**config.mk**
```make
export PLATFORM = sky130hd
export DESIGN_NAME = inv_result_stream
export DESIGN_NICKNAME = d
export VERILOG_FILES = /design/src/rtl/inv_pkg.sv /design/src/rtl/inv_result_stream.sv
export SDC_FILE = /design/constraint.sdc
export NUM_CORES = 1
export LEC_CHECK = 0
export BUFFER_PORTS_ARGS = -buffer_cell sky130_fd_sc_hd__buf_2
export CAP_MARGIN = 10
export CORE_AREA = 3 3 255 257
export DETAILED_ROUTE_END_ITERATION = 10
export DIE_AREA = 0 0 258 260
export PLACE_DENSITY = 0.3
export SYNTH_ARGS = -nofsm -noshare
export SYNTH_HDL_FRONTEND = slang
export SYNTH_SLANG_ARGS = --single-unit
```
**constraint.sdc**
```tcl
create_clock -name clk -period 1.5 [get_ports clk]
set_clock_uncertainty 0.15 [all_clocks]
set_input_delay 0.45 -clock clk [delete_from_list [all_inputs] [get_ports clk]]
set_output_delay 0.45 -clock clk [all_outputs]
set_load 0.05 [all_outputs]
```
**src/rtl/inv_pkg.sv**
```systemverilog
`default_nettype none

package inv_pkg;

	//////////////////////////////////////////////////////////////////////
	// matrix geometry
	localparam int MAT_N     = 5;                  // order of A
	localparam int AUG_COLS  = 2 * MAT_N;          // left half A, right half identity
	localparam int WORD_W    = 32;                 // entry width, arithmetic wraps
	localparam int ROW_IDX_W = 3;                  // row or column index
	localparam int ROW_W     = AUG_COLS * WORD_W;  // flat augmented row
	localparam int LOAD_W    = MAT_N * WORD_W;     // flat loaded row, also a flat column

	// sequencer state codes
	localparam logic [2:0] ST_IDLE  = 3'd0;        // waiting for start
	localparam logic [2:0] ST_PIVOT = 3'd1;        // search current column
	localparam logic [2:0] ST_SWAP  = 3'd2;        // bring pivot row onto the diagonal
	localparam logic [2:0] ST_ELIM  = 3'd3;        // one other row per cycle
	localparam logic [2:0] ST_GO    = 3'd4;        // kick the result stream
	localparam logic [2:0] ST_FAIL  = 3'd5;        // no pivot, end the run

endpackage

`default_nettype wire
```
**src/rtl/inv_result_stream.sv**
```systemverilog
`timescale 1ns/1ps
`default_nettype none

module inv_result_stream import inv_pkg::*; (
	input  logic                 clk,
	input  logic                 rst_n,
	input  logic                 stream_go,    // start streaming rows 0..MAT_N-1
	input  logic                 fail_done,    // singular run ended
	input  logic [ROW_W-1:0]     rd_row_data,
	output logic [ROW_IDX_W-1:0] rd_sel,
	output logic                 out_valid,
	output logic [ROW_IDX_W-1:0] out_row,
	output logic [ROW_W-1:0]     out_data,
	output logic                 done          // with last row, or after fail_done
);

	logic                 streaming;  // rows going out
	logic [ROW_IDX_W-1:0] row_r;      // row on the output this cycle
	logic                 fail_q;     // delayed fail_done
	logic                 last_row;

	assign last_row = streaming && (row_r == ROW_IDX_W'(MAT_N - 1));

	always_ff @(posedge clk or negedge rst_n)
	begin
		if (!rst_n)
		begin
			streaming <= 1'b0;
			row_r     <= '0;
			fail_q    <= 1'b0;
		end
		else
		begin
			fail_q <= fail_done;
			if (stream_go)
			begin
				streaming <= 1'b1;
				row_r     <= '0;
			end
			else if (last_row)
			begin
				streaming <= 1'b0;  // no hold, one row per cycle
				row_r     <= '0;
			end
			else if (streaming)
				row_r <= row_r + 1'b1;
		end
	end

	assign rd_sel    = row_r;
	assign out_valid = streaming;
	assign out_row   = row_r;
	assign out_data  = rd_row_data;    // combinational read of the store
	assign done      = last_row || fail_q;

endmodule

`default_nettype wire

```
==> impl_summary.log <==
[metrics] Layout Nets: 371
[metrics] wire length of the first global-routing pass: 13.92 mm
[metrics] Post-Syn Area per Cell: 7.795 um^2
[metrics] horizontal die dimension: 258 um
[metrics] DR vias/cell: 0.9461
[metrics] WL per Instance: 13.80 um
[metrics] antenna violations before repair: 0
[metrics] sw frac: 31.19%
[metrics] CP startpoint kind: register
[metrics] Clk pwr share: 46.5%
[metrics] Area growth syn-to-layout: -40.88%
[metrics] total net switching power: 0.0002949 W
[metrics] Max Fanout on Critical Path: 2
[metrics] crit-path cells: inv_2 > ha_4 > a31o_4 > buf_8
[metrics] Final Hold Vio Count: 0
[metrics] largest net degree at the start of global routing: 7
[metrics] distinct cell type count after synthesis: 16
[metrics] crit path kind: register to output port
[metrics] H-tree depth: 1
[metrics] via count: 842
[metrics] delay-heaviest family, CP: flip-flops
[metrics] placeable core region: 62970 um^2
[metrics] Worst Hold Class: input pin to register
[metrics] Num Clock Sinks: 5
[metrics] clock tree root buffer cell: sky130_fd_sc_hd__clkbuf_16
[metrics] CTS tree: done
[metrics] vias in the first global route: 1041
[metrics] IO buf count: 11
[metrics] iteration count of the initial detailed-routing pass: 2
[metrics] netlist area before placement: 2681 um^2
[metrics] layout cell share with drive strength beyond 1: 77.27%
[metrics] Initial Util: 4.258%
[metrics] fin crit period: 1.743 ns
[metrics] number of register bits inferred by synthesis: 5
[metrics] power per cell area: 596.4 nW/um^2
[metrics] transition time of the tightest slew-check pin: 0.1573 ns
[metrics] commonest cells after routing, fill and taps aside: sky130_fd_sc_hd__buf_4, sky130_fd_sc_hd__clkbuf_16, sky130_fd_sc_hd__buf_2, sky130_fd_sc_hd__dfrtp_2, sky130_fd_sc_hd__buf_8
[metrics] Buf/Inv on CP: 2
[metrics] reported max-cap violation count: 0
[metrics] P_int: 0.0006506 W
[metrics] Max Transition Viols Final: 0
[metrics] number of routed nets with antenna violations: 0
[metrics] IO Pins: 652
[metrics] number of inserted diodes: 0
[metrics] worst-path cell with the longest stage delay: sky130_fd_sc_hd__dfrtp_2
[metrics] clock buffer count from CTS: 3
[metrics] final setup violating endpoints: 5
[metrics] Crit path arrival time: 1.14 ns
[metrics] period utilization: 116.2%
[metrics] count of fill cells added during filler insertion: 7527
[metrics] most common cell after layout, fill and taps aside: sky130_fd_sc_hd__buf_4
[metrics] CP Capture Type: output port
[metrics] worst setup slack after layout: -0.2434 ns
[metrics] clock latency on the worst-skew pair: 0.23 ns
[metrics] Fmax: 0.5736 GHz
[metrics] maximum resistive drop on vdd: 0.0003650 V
[metrics] die height: 260 um
[metrics] Leakage: 0.2721 nW
[metrics] fraction of power consumed by sequential logic: 17.6%
[metrics] sum of internal, switching and leakage power: 0.0009454 W
[metrics] final wirelength: 12.29 mm
[metrics] required arrival time at the worst endpoint: 0.90 ns
[metrics] synthesized net count: 670
[metrics] GPL Wtd Cong: 0.5833
[metrics] outcome: finished, violations left
[metrics] core utilization of the finished layout: 2.518%
[metrics] total overflow reported by the global router: 0
[metrics] sequential share of the synthesized area: 4.666%
[metrics] worst slack after detailed placement: -0.07958 ns
[metrics] violated checks: negative setup slack
[metrics] number of warning messages in the yosys log: 0
[metrics] CP peak stage delay: 0.35 ns
[metrics] maximum buffer depth of the clock tree: 2
[metrics] Logic pwr share: 36.0%
[metrics] Iteration-0 DRC Markers: 31
[metrics] DRC errors left: 0
[metrics] Post-Synthesis Cells: 344
[metrics] global-route usage over all layers: 3.317%
[metrics] RSZ-0062 raised after global routing: yes
[metrics] Die Footprint: 67080 um^2
[metrics] Max-Slew Margin vs Limit: 89.51%
[metrics] num rows: 92
[metrics] register clock-pin slew on the reported worst setup and hold paths: 0.03 ns
[power groups by stage]
stage	registers [W]	clock network [W]	logic, W
finish	0.000166	0.000440	0.000340
global route	0.000169	0.000463	0.000361
CTS	0.000167	0.000446	0.000349
detailed placement	0.000168	0	0.000281
global placement	0.000169	0	0.000283
floorplan	0.000227	0	0.00244
[cell type report]
type,instances,area [um^2],area share [%]
tap,846,1059,66.77
multi-input combinational,13,136.4,8.603
inverter,2,7.507,0.4736
timing repair buffer,20,175.2,11.05
sequential,5,128.9,8.129
clock buffer,4,78.83,4.972
[routing by layer]
layer  share of wire (%)  wire length, um  global-route usage, %  vias up
met5                0.33               41                 0.4386        -
met4                  28             3412                  8.503        2
met3                  33             4030                  4.713      204
met2                  31             3760                  3.314      315
met1                 8.5             1040                 0.7723      204
li1                    -                -                      -      117
[worst paths after layout]
kind	startpoint	endpoint	slack (ns)	cells past startpoint
hold / removal	fail_done	fail_q$_DFF_PN0_	0.19	1
setup / recovery	out_row[0]$_DFFE_PN0P_	done	-0.24	4
min in group asynchronous	rst_n	out_valid$_DFFE_PN0P_	0.42	2
hold reg to reg	out_row[1]$_DFFE_PN0P_	out_row[1]$_DFFE_PN0P_	0.53	3
max in group asynchronous	rst_n	out_row[2]$_DFFE_PN0P_	0.62	2
setup reg to reg	out_row[0]$_DFFE_PN0P_	out_row[2]$_DFFE_PN0P_	0.08	5
[state kept, by name, summed over array words and instances (netlist names)]
register and cells:
out_valid 1, fail_q 1, out_row 3
[synth_stat cells (all sizes together)]
cell type  instances  area share [%]
nor3               1            0.37
o211a              1            0.37
nand2              1            0.14
ha                 2            0.93
mux2i              1            0.37
a21oi              2            0.51
nand3              1            0.19
nor2               1            0.14
a31o               1            0.33
dfrtp              5             4.7
nand2b             1            0.51
inv                2            0.28
a21o               1            0.33
buf              324              91
[kinds of logic (layout without fill, tap and decap cells)]
group                    after synthesis  after routing  synth area share, %
flip-flops                             5              5                4.666
multiplexers                           1              1               0.3733
AO/OA/AOI/OAI                          5              5                1.540
adder cells (fa/ha/maj)                2              2               0.9331
buffers and inverters                326             26                91.13
AND/OR/NAND/NOR                        5              5                1.353
[metrics by stage]
stage                     cell area, um^2  hold WS [ns]  std cells  TNS [ns]
final                                1585        0.1868        890   -0.3715
after global routing                 1585        0.1821        890   -0.4925
after CTS                            1594        0.1893        891   -0.5703
after detailed placement             1429        0.1319        883  -0.07958
after global placement               1429        0.1342        883  -0.08520
after floorplan                      2706      0.004409        344   -0.2064
[repair_timing]
| item | CTS | global route |
|---|---|---|
| setup endpoints to repair | 7 | 7 |
| pin swaps | 2 | 1 |
| hold buffers | 1 | 0 |
| cloned | 0 | 0 |
| setup buffers | 3 | 0 |
| gates resized for setup | 17 | 1 |
| hold endpoints to repair | 5 | 0 |
Note: power is estimated with default switching activity, not from simulation.
